## src/common/dmix_params.svh

```systemverilog
`ifndef DMIX_PARAMS_SVH
`define DMIX_PARAMS_SVH

// audio sample width as delivered by the receivers
`define DMIX_SW 24

// volume width, unsigned Q8.8
// 16'h0100 is unity gain
`define DMIX_VW 16

// ring buffer depth is 2**DMIX_DEPTH_LOG2 entries
`define DMIX_DEPTH_LOG2 4

// clk245760 cycles per half bck period
// 32 bck per half-frame, so a half-frame is 256 cycles
`define DMIX_BCK_HALF 4

// number of receiver inputs when the top is not overridden
`define DMIX_NUM_IN 2

`endif

```

## src/common/dmix_pkg.sv

```systemverilog
`default_nettype none

`include "dmix_params.svh"

package dmix_pkg;

    // audio side, matches the I2S lrck level
    // left half-frame has lrck low
    typedef enum logic {
        SIDE_L = 1'b0,
        SIDE_R = 1'b1
    } side_e;

    // one decoded word from a receiver
    // wpulse marks a new sample for the side in lrck
    typedef struct packed {
        logic                 wpulse;
        side_e                lrck;
        logic [`DMIX_SW-1:0]  data;
    } dai_word_t;

    // per-input gain, unsigned Q8.8 for each side
    typedef struct packed {
        logic [`DMIX_VW-1:0]  vol_l;
        logic [`DMIX_VW-1:0]  vol_r;
    } vol_t;

    // mixer sequencing
    // POP and MAC alternate once per input
    typedef enum logic [1:0] {
        MIX_IDLE = 2'd0,
        MIX_POP  = 2'd1,
        MIX_MAC  = 2'd2,
        MIX_DONE = 2'd3
    } mix_state_e;

endpackage

`default_nettype wire

```

## src/ringbuf/ringbuf.sv

```systemverilog
`timescale 1ns/10ps
`default_nettype none

`include "dmix_params.svh"

module ringbuf (
    input  wire logic                 clk245760,
    input  wire logic                 rst,
    input  wire logic                 we_i,
    input  wire logic [`DMIX_SW-1:0]  data_i,
    input  wire logic                 pop_i,
    output logic                      ack_o,
    output logic [`DMIX_SW-1:0]       data_o
);

    localparam int AW    = `DMIX_DEPTH_LOG2;
    localparam int DEPTH = 1 << AW;

    logic [`DMIX_SW-1:0] mem [DEPTH];

    // extra msb on each pointer tells full from empty
    logic [AW:0] wr_ptr;
    logic [AW:0] rd_ptr;
    logic [AW:0] fill;
    logic        empty;
    logic        full;

    assign fill  = wr_ptr - rd_ptr;
    assign empty = (wr_ptr == rd_ptr);
    assign full  = (wr_ptr[AW] != rd_ptr[AW]) && (wr_ptr[AW-1:0] == rd_ptr[AW-1:0]);

    // sample storage, a write while full is lost
    always_ff @(posedge clk245760) begin
        if (we_i && !full) begin
            mem[wr_ptr[AW-1:0]] <= data_i;
        end
    end

    always_ff @(posedge clk245760) begin
        if (rst) begin
            wr_ptr <= '0;
            rd_ptr <= '0;
            ack_o  <= 1'b0;
        end else begin
            ack_o <= pop_i;
            if (we_i && !full) begin
                wr_ptr <= wr_ptr + 1'b1;
            end
            if (pop_i && !empty) begin
                rd_ptr <= rd_ptr + 1'b1;
            end
        end
    end

    // underrun answers with silence
    always_ff @(posedge clk245760) begin
        if (pop_i) begin
            data_o <= empty ? '0 : mem[rd_ptr[AW-1:0]];
        end
    end

    // consumer waits for the one-cycle answer before it pops again
    a_one_pop_per_ack: assert property (
        @(posedge clk245760) disable iff (rst)
        pop_i |=> !pop_i
    ) else $error("ringbuf popped again before its ack");

    a_fill_bound: assert property (
        @(posedge clk245760) disable iff (rst)
        fill <= DEPTH
    ) else $error("ringbuf pointer distance beyond depth");

endmodule

`default_nettype wire

```

## src/mixer/mixer.sv

```systemverilog
`timescale 1ns/10ps
`default_nettype none

`include "dmix_params.svh"

module mixer #(
    parameter int NUM_IN = `DMIX_NUM_IN
) (
    input  wire logic                               clk245760,
    input  wire logic                               rst,
    input  wire logic [1:0]                         pop_i,
    input  wire dmix_pkg::vol_t                     vol_i [NUM_IN],
    input  wire logic [NUM_IN-1:0]                  buf_ack_i,
    input  wire logic [NUM_IN-1:0][`DMIX_SW-1:0]    buf_data_i,
    output logic [NUM_IN-1:0][1:0]                  buf_pop_o,
    output logic [1:0]                              ack_o,
    output logic [`DMIX_SW-1:0]                     data_o
);

    localparam int SW     = `DMIX_SW;
    localparam int VW     = `DMIX_VW;
    localparam int PROD_W = SW + VW + 1;
    localparam int ACC_W  = SW + VW + 2;
    localparam int FRAC   = 8;
    localparam int IDX_W  = (NUM_IN > 1) ? $clog2(NUM_IN) : 1;

    dmix_pkg::mix_state_e     state;
    dmix_pkg::side_e          side_q;
    logic [IDX_W-1:0]         idx;
    logic [1:0]               pending;
    logic [1:0]               req;
    logic [VW-1:0]            vol_sel;
    logic signed [PROD_W-1:0] prod;
    logic signed [ACC_W-1:0]  acc;
    logic signed [ACC_W-1:0]  acc_sh;
    logic [SW-1:0]            sat;

    // requests seen now plus any held back while busy
    assign req = pending | pop_i;

    always_comb begin
        if (side_q == dmix_pkg::SIDE_L) begin
            vol_sel = vol_i[idx].vol_l;
        end else begin
            vol_sel = vol_i[idx].vol_r;
        end
    end

    // volume is unsigned, zero-extend before the signed multiply
    assign prod = $signed(buf_data_i[idx]) * $signed({1'b0, vol_sel});

    // drop the Q8.8 fraction, then clamp to 24 bits
    assign acc_sh = acc >>> FRAC;

    always_comb begin
        if (~|acc_sh[ACC_W-1:SW-1] || &acc_sh[ACC_W-1:SW-1]) begin
            sat = acc_sh[SW-1:0];
        end else if (acc_sh[ACC_W-1]) begin
            sat = {1'b1, {(SW-1){1'b0}}};
        end else begin
            sat = {1'b0, {(SW-1){1'b1}}};
        end
    end

    always_comb begin
        buf_pop_o = '0;
        if (state == dmix_pkg::MIX_POP) begin
            buf_pop_o[idx][side_q] = 1'b1;
        end
    end

    always_ff @(posedge clk245760) begin
        if (rst) begin
            state   <= dmix_pkg::MIX_IDLE;
            side_q  <= dmix_pkg::SIDE_L;
            idx     <= '0;
            pending <= '0;
            ack_o   <= '0;
        end else begin
            ack_o   <= '0;
            pending <= req;
            case (state)
                dmix_pkg::MIX_IDLE: begin
                    if (req != 2'b00) begin
                        // left wins when both sides wait
                        if (req[dmix_pkg::SIDE_L]) begin
                            side_q                     <= dmix_pkg::SIDE_L;
                            pending[dmix_pkg::SIDE_L]  <= 1'b0;
                        end else begin
                            side_q                     <= dmix_pkg::SIDE_R;
                            pending[dmix_pkg::SIDE_R]  <= 1'b0;
                        end
                        idx   <= '0;
                        state <= dmix_pkg::MIX_POP;
                    end
                end
                dmix_pkg::MIX_POP: begin
                    state <= dmix_pkg::MIX_MAC;
                end
                dmix_pkg::MIX_MAC: begin
                    if (buf_ack_i[idx]) begin
                        if (idx == IDX_W'(NUM_IN - 1)) begin
                            state <= dmix_pkg::MIX_DONE;
                        end else begin
                            idx   <= idx + 1'b1;
                            state <= dmix_pkg::MIX_POP;
                        end
                    end
                end
                dmix_pkg::MIX_DONE: begin
                    ack_o[side_q] <= 1'b1;
                    state         <= dmix_pkg::MIX_IDLE;
                end
                default: begin
                    state <= dmix_pkg::MIX_IDLE;
                end
            endcase
        end
    end

    // accumulator restarts with each request
    always_ff @(posedge clk245760) begin
        if (state == dmix_pkg::MIX_IDLE) begin
            acc <= '0;
        end else if (state == dmix_pkg::MIX_MAC && buf_ack_i[idx]) begin
            acc <= acc + prod;
        end
        if (state == dmix_pkg::MIX_DONE) begin
            data_o <= sat;
        end
    end

    // buffers answer only while the FSM waits for them
    a_buf_ack_in_mac: assert property (
        @(posedge clk245760) disable iff (rst)
        (|buf_ack_i) |-> (state == dmix_pkg::MIX_MAC)
    ) else $error("mixer buffer ack outside MIX_MAC");

    // a repeated request for a waiting side would be lost
    a_no_request_overrun: assert property (
        @(posedge clk245760) disable iff (rst)
        (pop_i & pending) == 2'b00
    ) else $error("mixer request for a side that is already waiting");

endmodule

`default_nettype wire

```

## src/dac_drv/dac_drv.sv

```systemverilog
`timescale 1ns/10ps
`default_nettype none

`include "dmix_params.svh"

module dac_drv (
    input  wire logic                 clk245760,
    input  wire logic                 rst,
    input  wire logic [1:0]           ack_i,
    input  wire logic [`DMIX_SW-1:0]  data_i,
    output logic [1:0]                pop_o,
    output logic                      sck_o,
    output logic                      bck_o,
    output logic                      lrck_o,
    output logic                      data_o
);

    localparam int SW      = `DMIX_SW;
    localparam int SLOT    = 32;
    localparam int TAIL    = SLOT - 1 - SW;
    localparam int BCK_BIT = $clog2(`DMIX_BCK_HALF);
    localparam int HALF_W  = $clog2(SLOT * 2 * `DMIX_BCK_HALF);
    localparam int CNT_W   = HALF_W + 1;

    // one count per clk245760 cycle, wraps once per frame
    logic [CNT_W-1:0] cnt;
    logic [SLOT-1:0]  shreg;
    logic [1:0][SW-1:0] hold;
    logic [1:0]       outstanding;
    logic             half_end;
    logic             bit_end;

    assign half_end = &cnt[HALF_W-1:0];
    // last cycle of bck high, falling edge follows
    assign bit_end  = &cnt[BCK_BIT:0];

    assign sck_o  = cnt[0];
    assign bck_o  = cnt[BCK_BIT];
    assign lrck_o = cnt[CNT_W-1];
    assign data_o = shreg[SLOT-1];

    always_ff @(posedge clk245760) begin
        if (rst) begin
            cnt         <= '0;
            shreg       <= '0;
            hold        <= '0;
            pop_o       <= '0;
            outstanding <= '0;
        end else begin
            cnt         <= cnt + 1'b1;
            pop_o       <= '0;
            outstanding <= (outstanding | pop_o) & ~ack_i;

            if (ack_i[dmix_pkg::SIDE_L]) begin
                hold[dmix_pkg::SIDE_L] <= data_i;
            end
            if (ack_i[dmix_pkg::SIDE_R]) begin
                hold[dmix_pkg::SIDE_R] <= data_i;
            end

            if (half_end) begin
                // slot 0 is the I2S delay bit, then msb first, then zero fill
                // request the other side a half-frame ahead
                if (lrck_o == dmix_pkg::SIDE_R) begin
                    shreg <= {1'b0, hold[dmix_pkg::SIDE_L], {TAIL{1'b0}}};
                    pop_o[dmix_pkg::SIDE_R] <= 1'b1;
                end else begin
                    shreg <= {1'b0, hold[dmix_pkg::SIDE_R], {TAIL{1'b0}}};
                    pop_o[dmix_pkg::SIDE_L] <= 1'b1;
                end
            end else if (bit_end) begin
                shreg <= {shreg[SLOT-2:0], 1'b0};
            end
        end
    end

    a_ack_has_pop: assert property (
        @(posedge clk245760) disable iff (rst)
        (ack_i & ~outstanding) == 2'b00
    ) else $error("dac_drv got an ack with no pop outstanding");

endmodule

`default_nettype wire

```

## src/design/dmix_top.sv

```systemverilog
`timescale 1ns/10ps
`default_nettype none

`include "dmix_params.svh"

module dmix_top #(
    parameter int NUM_IN = `DMIX_NUM_IN
) (
    input  wire logic                 clk245760,
    input  wire logic                 rst,
    input  wire dmix_pkg::dai_word_t  dai_i [NUM_IN],
    input  wire dmix_pkg::vol_t       vol_i [NUM_IN],
    output wire logic                 dac_sck_o,
    output wire logic                 dac_bck_o,
    output wire logic                 dac_lrck_o,
    output wire logic                 dac_data_o
);

    wire [NUM_IN-1:0][1:0]                we;
    wire [NUM_IN-1:0][1:0]                rb_pop;
    wire [NUM_IN-1:0][1:0]                rb_ack;
    wire [NUM_IN-1:0][1:0][`DMIX_SW-1:0]  rb_data;
    wire [NUM_IN-1:0]                     buf_ack;
    wire [NUM_IN-1:0][`DMIX_SW-1:0]       buf_data;
    wire [1:0]                            mix_pop;
    wire [1:0]                            mix_ack;
    wire [`DMIX_SW-1:0]                   mix_data;

    for (genvar i = 0; i < NUM_IN; i++) begin : g_in
        // route each receiver word to the buffer of its side
        assign we[i][dmix_pkg::SIDE_L] = dai_i[i].wpulse &&
                                         (dai_i[i].lrck == dmix_pkg::SIDE_L);
        assign we[i][dmix_pkg::SIDE_R] = dai_i[i].wpulse &&
                                         (dai_i[i].lrck == dmix_pkg::SIDE_R);

        for (genvar s = 0; s < 2; s++) begin : g_side
            ringbuf u_rb (
                .clk245760 (clk245760),
                .rst       (rst),
                .we_i      (we[i][s]),
                .data_i    (dai_i[i].data),
                .pop_i     (rb_pop[i][s]),
                .ack_o     (rb_ack[i][s]),
                .data_o    (rb_data[i][s])
            );
        end

        // mixer pops one side at a time, so merge the two answers
        assign buf_ack[i]  = |rb_ack[i];
        assign buf_data[i] = rb_ack[i][dmix_pkg::SIDE_R] ? rb_data[i][dmix_pkg::SIDE_R]
                                                         : rb_data[i][dmix_pkg::SIDE_L];
    end

    mixer #(
        .NUM_IN (NUM_IN)
    ) u_mixer (
        .clk245760  (clk245760),
        .rst        (rst),
        .pop_i      (mix_pop),
        .vol_i      (vol_i),
        .buf_ack_i  (buf_ack),
        .buf_data_i (buf_data),
        .buf_pop_o  (rb_pop),
        .ack_o      (mix_ack),
        .data_o     (mix_data)
    );

    dac_drv u_dac_drv (
        .clk245760 (clk245760),
        .rst       (rst),
        .ack_i     (mix_ack),
        .data_i    (mix_data),
        .pop_o     (mix_pop),
        .sck_o     (dac_sck_o),
        .bck_o     (dac_bck_o),
        .lrck_o    (dac_lrck_o),
        .data_o    (dac_data_o)
    );

endmodule

`default_nettype wire

```

## config.mk

```make
export PLATFORM = sky130hd
export DESIGN_NAME = dmix_top
export DESIGN_NICKNAME = d
export VERILOG_FILES = /design/src/common/dmix_pkg.sv /design/src/ringbuf/ringbuf.sv /design/src/mixer/mixer.sv /design/src/dac_drv/dac_drv.sv /design/src/design/dmix_top.sv
export VERILOG_INCLUDE_DIRS = /design/src /design/src/common
export SDC_FILE = /design/constraint.sdc
export NUM_CORES = 2
export LEC_CHECK = 0
export ABC_AREA = 1
export BUFFER_PORTS_ARGS = -buffer_cell sky130_fd_sc_hd__buf_2
export CAP_MARGIN = 15
export CORE_ASPECT_RATIO = 1.1
export CORE_MARGIN = 2
export CORE_UTILIZATION = 39
export CTS_CLUSTER_DIAMETER = 40
export DETAILED_ROUTE_END_ITERATION = 6
export PLACE_DENSITY = 0.63
export SYNTH_ARGS = -nofsm -noshare
export SYNTH_HDL_FRONTEND = slang
export SYNTH_SLANG_ARGS = --single-unit
```

## constraint.sdc

```tcl
create_clock -name clk245760 -period 12.7 [get_ports clk245760]
set_clock_uncertainty 0.05 [all_clocks]
set_input_delay 1.27 -clock clk245760 [delete_from_list [all_inputs] [get_ports clk245760]]
set_output_delay 1.27 -clock clk245760 [all_outputs]
set_load 0.01 [all_outputs]
```

; Word-level counts from Yosys, hierarchy flattened
; Memories as Yosys holds them, arrays and structs flattened. A register that Yosys moved wholly into a read port is not among the register bits.
; Index checks and enable logic that the tools add are counted.
[word_totals]
memories = 4
output_inout_bits = 4
input_bits = 118
register_bits = 209
ram_bits = 1536
elab_cells = 154
[classes]
n_eq_ne = 17
multipliers = 1
bitwise = 6
n_lt_le_gt_ge = 5
add_sub_neg = 11
n_reduce_logical = 44
muxes = 42
[mem_list]
columns = name, depth, word_bits, rd, rd_ports_with_merged_regs, write_ports, line_no
row1 = g_in[0].g_side[0].u_rb.mem, 16, 24, 1, 1, 1, ringbuf.sv:19  ; logic [`DMIX_SW-1:0] mem [DEPTH];
row2 = g_in[0].g_side[1].u_rb.mem, 16, 24, 1, 1, 1, ringbuf.sv:19
row3 = g_in[1].g_side[0].u_rb.mem, 16, 24, 1, 1, 1, ringbuf.sv:19
row4 = g_in[1].g_side[1].u_rb.mem, 16, 24, 1, 1, 1, ringbuf.sv:19
[op_table]
columns = operator, count
row1 = $mux W32, 5
row2 = $mux W24, 6
row3 = $add A42 B41 Y42, 1
row4 = $mul A24 B17 Y41, 1
row5 = $add A5 B1 Y5 const B, 8
row6 = $mux W31, 1
row7 = $eq A5 B5 Y1, 4
row8 = $logic_and A1 B1 Y1, 19
row9 = $mux W1, 18
row10 = $eq A4 B4 Y1, 4
row11 = $mux W16, 1
row12 = $mux W2, 6
row13 = $reduce_and A11 Y1, 1
row14 = $reduce_or A11 Y1, 1
row15 = $add A9 B1 Y9 const B, 1
row16 = $logic_not A1 Y1, 9
row17 = $pmux W2 S4, 1
row18 = $reduce_and A8 Y1, 1
row19 = $reduce_or A2 Y1, 4
row20 = $reduce_and A3 Y1, 2
row21 = $reduce_bool A2 Y1, 3
row22 = $eq A2 B2 Y1 const B, 2
row23 = $lt A1 B2 Y1 const B, 2
row24 = $mux W4, 1
row25 = 15 further kinds, 24

; Logic depth before layout (Yosys ltp)
[logic_depth]
ltp_word = 8
depth_mapped = 35
ltp_nobuf = 33

; Cells and area by module
; Synthesis repeated with hierarchy kept, for this count alone.
[hier_totals]
hier_cells = 10106
hier_area_um2 = 95900.7
[by_module_without_submodules]
columns = module, cells_per_inst, area_each_um2, seq_area_each_um2, n_inst
row1 = ringbuf at g_in[0].g_side[1].u_rb ..., 1743, 17948.5, 12472.0, 3
row2 = mixer, 2566, 20061.7, 1721.7, 1
row3 = ringbuf at g_in[0].g_side[0].u_rb, 1622, 17521.8, 12472.0, 1
row4 = dac_drv, 523, 3721.1, 1681.6, 1
row5 = dmix_top, 166, 750.7, 0.0, 1

; Worst setup path after synthesis
; OpenSTA, ideal clock, no wires.
[synth_timing]
kind = input port to flip-flop
from = in vol_i[55] (netlist name)
to = reg u_mixer.acc[41]
path_buffers = 1
path_stages = 25
path_slack_ns = 5.933
setup_ns = 0.117
t_required_ns = 12.533
arrival_time_ns = 6.600
path_cell_list = a22oi_1 > inv_1 > a221oi_2 > buf_2 > nor2_1 > fa_1 > inv_1 > fa_1 > inv_1 > fa_1 > inv_1 > fa_1 > fa_1 > fa_1 > inv_1 > ha_1 > nand2_1 > nor2_1 > nand2_1 > nor2_1 > nand3_1 > nand3_1 > nor2_1 > nor2_1 > nor2_1
[synth_via]
elab_chain_len = 6
[synth_rtl]
columns = element, line_no
row1 = start: declaration, dmix_top.sv:12  ; input wire dmix_pkg::vol_t vol_i [NUM_IN],
row2 = $mux W32 (implied by the code) (3 in series), mixer.sv:43  ; vol_sel = vol_i[idx].vol_l;
row3 = $mux W16, mixer.sv:42  ; if (side_q == dmix_pkg::SIDE_L) begin
row4 = $mul A24 B17 Y41, mixer.sv:50  ; assign prod = $signed(buf_data_i[idx]) * $signed({1'b0, vol_sel});
row5 = $add A42 B41 Y42, mixer.sv:126  ; acc <= acc + prod;
row6 = end signal: assignment, mixer.sv:126
row7 = end: declaration, mixer.sv:34  ; logic signed [ACC_W-1:0] acc;
; No other way between the ends. The select of a mux whose other input is x is not followed.
; A chain may end at the register's enable or synchronous reset.

; Worst setup path in the final report
[layout_timing]
from = reg u_mixer.idx
to = reg u_mixer.acc[38]
[layout_via]
elab_chain_len = 7
elab_cells_between_ends = 12
classes_between = add/sub: 1 / mul: 1 / mux: 8 / bitwise: 1 / reduce/logical: 1
[layout_rtl]
columns = element, line_no
row1 = start: declaration, mixer.sv:29  ; logic [IDX_W-1:0] idx;
row2 = start signal: assignment, mixer.sv:105  ; idx <= idx + 1'b1;
row3 = $not A1 Y2 (implied by the code), "mixer.sv:43, mixer.sv:45"
row4 = $mux W32 (implied by the code) (3 in series), mixer.sv:43
row5 = $mux W16, mixer.sv:42
row6 = $mul A24 B17 Y41, mixer.sv:50
row7 = $add A42 B41 Y42, mixer.sv:126
; Parallel ways exist; a longest one is shown, timed or not. The select of a mux whose other input is x is not followed.

==> reports/metrics.cfg <==
[hold_path]
hold_depth=2
min_from=u_dac_drv.shreg[30]
min_to=u_dac_drv.shreg[31]
min_path_type=flip-flop to flip-flop

[sta]
setup_viol=0
worst_pin_slew_ns=1.21
period_share=0.682
max_freq_mhz=115
setup_tns_ns=0
hold_viol=0
final-max-slew-violation-count=0
fin_crit_ns=8.66
setup_ws_ns=4.04
slew_headroom=0.195
rsz0062_at_grt=false

[outcome]
status=complete, no violations

[worst_setup_path]
cpMostUsedCell=fa_1
r2r-end=u_mixer.acc[38]
slowest_delay_ns=0.68
endpoint_kind=flip-flop
worstSetupStartpointType=flip-flop
crit_arrival_ns=9.35
rrSetupSlack_ns=4.04
criticalPathCategory=flip-flop to flip-flop
worstPathRequired_ns=13.38
r2r-start=u_mixer.idx
reg2reg_depth=25
cpMaxStageDelayCell=nor2_4
critPathMaxFanout=49

[synth]
synthAdderAreaFrac=0.115
ys_types=53
synth_edf_count=1656
ys_seq_area_frac=0.599
ys.flop_type=edfxtp_1
synth_top_area_share=0.559
yosys-top-cells-area=edfxtp_1 (56%), fa_1 (9.8%), nor2_1 (6.2%), nand2_1 (4.2%), dfxtp_1 (4.0%)
synth.net_count=8456
synth_compound_area_frac=0.0969
synth-simple-area-share=0.115
ys_warn_count=0
yosysTopAreaCell=edfxtp_1
synth_xor_area_frac=0.00433
synth_area_mm2=0.0889
yosys-mux-area-fraction=0.0131
synth_top_family_by_area=adder cells
synth_cells=7778
avgSynthCellArea_um2=11.4
async_reset_ff_frac=0
yosys_register_bits=1834

[route]
drc=0
antenna_left=0
first_iter_violations=5667
wl_per_cell_um=22.4
drt_pre_antenna_iters=6
vias_per_cell=5.40
routed_wl_mm=248
vias=59800

[floorplan]
ios=122
die_w_um=459
die_area_mm2=0.232
core_mm2=0.226
start_util=0.393
die_h_um=505
num_rows=183

[final_layout]
final_common_cell=edfxtp_1
layout_common_cells=edfxtp_1 (1656), nor2_1 (1395), nand2_1 (993)
area_delta_synth_final_pct=14.8
nets=8585
final_util=0.451
drive_above_1_share=0.104

[job]
maxCapViolations=0

[global_route]
grt_pass1_vias=60200
grt_pass1_wl_mm=373
grt_max_degree=113
gr-usage-all-layers=0.212
grt_overflow_total=0
antenna_found_initial=14

[power]
ir_drop_mv=0.146
p_per_area_mw_per_mm2=185
cellLeakagePower_nw=37.9

[clock_network]
cts.sinks=1834
cts_root_buffer=clkbuf_16
clkLatencyLatePin_ns=0.92
postCtsSetupBuffers=0
cts_tree=built
path_clk_slew_ns=0.06
h-tree-depth=5
hold_buffers=0
cts_resized=0
cts_buffers=287
cts_max_path_buffers=4

[placement]
port-buffer-count=121
hpwlAfterDp_mm=157
place_congestion=0.929
place_ws_ns=4.08

cell families (layout without fill, tap and decap cells):
| logic type | after synthesis | in the layout |
|---|---|---|
| compound gates | 1316 | 1316 |
| xor+xnor | 44 | 44 |
| fa+ha+maj | 560 | 560 |
| buf+inv | 1269 | 1605 |
| flops | 1834 | 1834 |
| mux | 116 | 116 |
| other cells | 0 | 9 |
| simple gates | 2639 | 2639 |
flip-flops by register name, summed over array words and instances, names as in the netlist:
register,flops
g_in.g_side.u_rb.ack_o,4
g_in.g_side.u_rb.data_o,96
g_in.g_side.u_rb.mem,1536
g_in.g_side.u_rb.rd_ptr,20
g_in.g_side.u_rb.wr_ptr,20
u_dac_drv.cnt,9
u_dac_drv.hold,48
u_dac_drv.pop_o,2
u_dac_drv.shreg,25
u_mixer.acc,42
u_mixer.ack_o,2
u_mixer.data_o,24
u_mixer.idx,1
u_mixer.pending,2
u_mixer.side_q,1
u_mixer.state,2
worst max-delay path: cells and delay by family, from the launching register on:
kind / cells / cell delay, ns
flops: 1 / 0.64
buf+inv: 6 / 1.21
compound gates: 1 / 0.14
simple gates: 11 / 2.93
fa+ha+maj: 7 / 3.50
worst max-delay path by stage:
stage | start | to | cells after the start
4_1_cts | u_mixer.idx | u_mixer.acc[38] | 30
3_3_place_gp | u_mixer.idx | u_mixer.acc[38] | 25
2_1_floorplan | vol_i[55] | u_mixer.acc[41] | 25
6_report | u_mixer.idx | u_mixer.acc[38] | 25
3_5_place_dp | u_mixer.idx | u_mixer.acc[38] | 30
5_1_grt | u_mixer.idx | u_mixer.acc[38] | 27
stage by stage:
stage	hold WS [ns]	total power, mW	cells	instance area, um^2
finish	0.410	18.9	11100	102000
CTS	0.413	19.0	11100	102000
global route	0.433	19.9	11100	102000
global placement	0.397	11.4	10600	92700
floorplan	0.374	9.91	7778	88900
detailed placement	0.400	11.4	10600	92700
report_power, final:
part | internal [mW] | switching [mW] | leakage, nW
logic | 1.52 | 3.14 | 17.0
clock network | 4.83 | 2.80 | 4.50
registers | 6.61 | 0.00951 | 16.4
total | 13.0 | 5.95 | 37.9
area by class of cell:
cell class / count / area [um^2]
Timing Repair Buffer: 254 / 1620
Clock buffer: 323 / 7450
Fill cell: 20300 / 124000
Tap cell: 2960 / 3700
Multi-Input combinational cell: 4675 / 30900
Antenna cell: 9 / 22.5
Inverter: 855 / 3220
Sequential cell: 1834 / 53300
Clock inverter: 173 / 1890
cells in the mapped netlist, types with 33 or more instances:
master and count:
dfxtp_1 178, o32ai_1 220, nand3_1 112, o211ai_1 77, a21oi_1 149, nor2_1 1467
o221ai_1 116, nand2_1 993, inv_1 827, fa_1 434, xor2_1 33, o21ai_0 581
clkbuf_1 259, mux2i_1 116, buf_2 105, ha_1 126, a31oi_1 92, edfxtp_1 1656
layer usage:
metal,vias to the layer above,global-route usage,routed length (um)
li1,27000,-,-
met1,30000,0.266,97600
met2,2242,0.356,122000
met3,506,0.0342,16700
met4,0,0.102,12400
met5,-,0,0
Power figures use the tool's default switching activity.
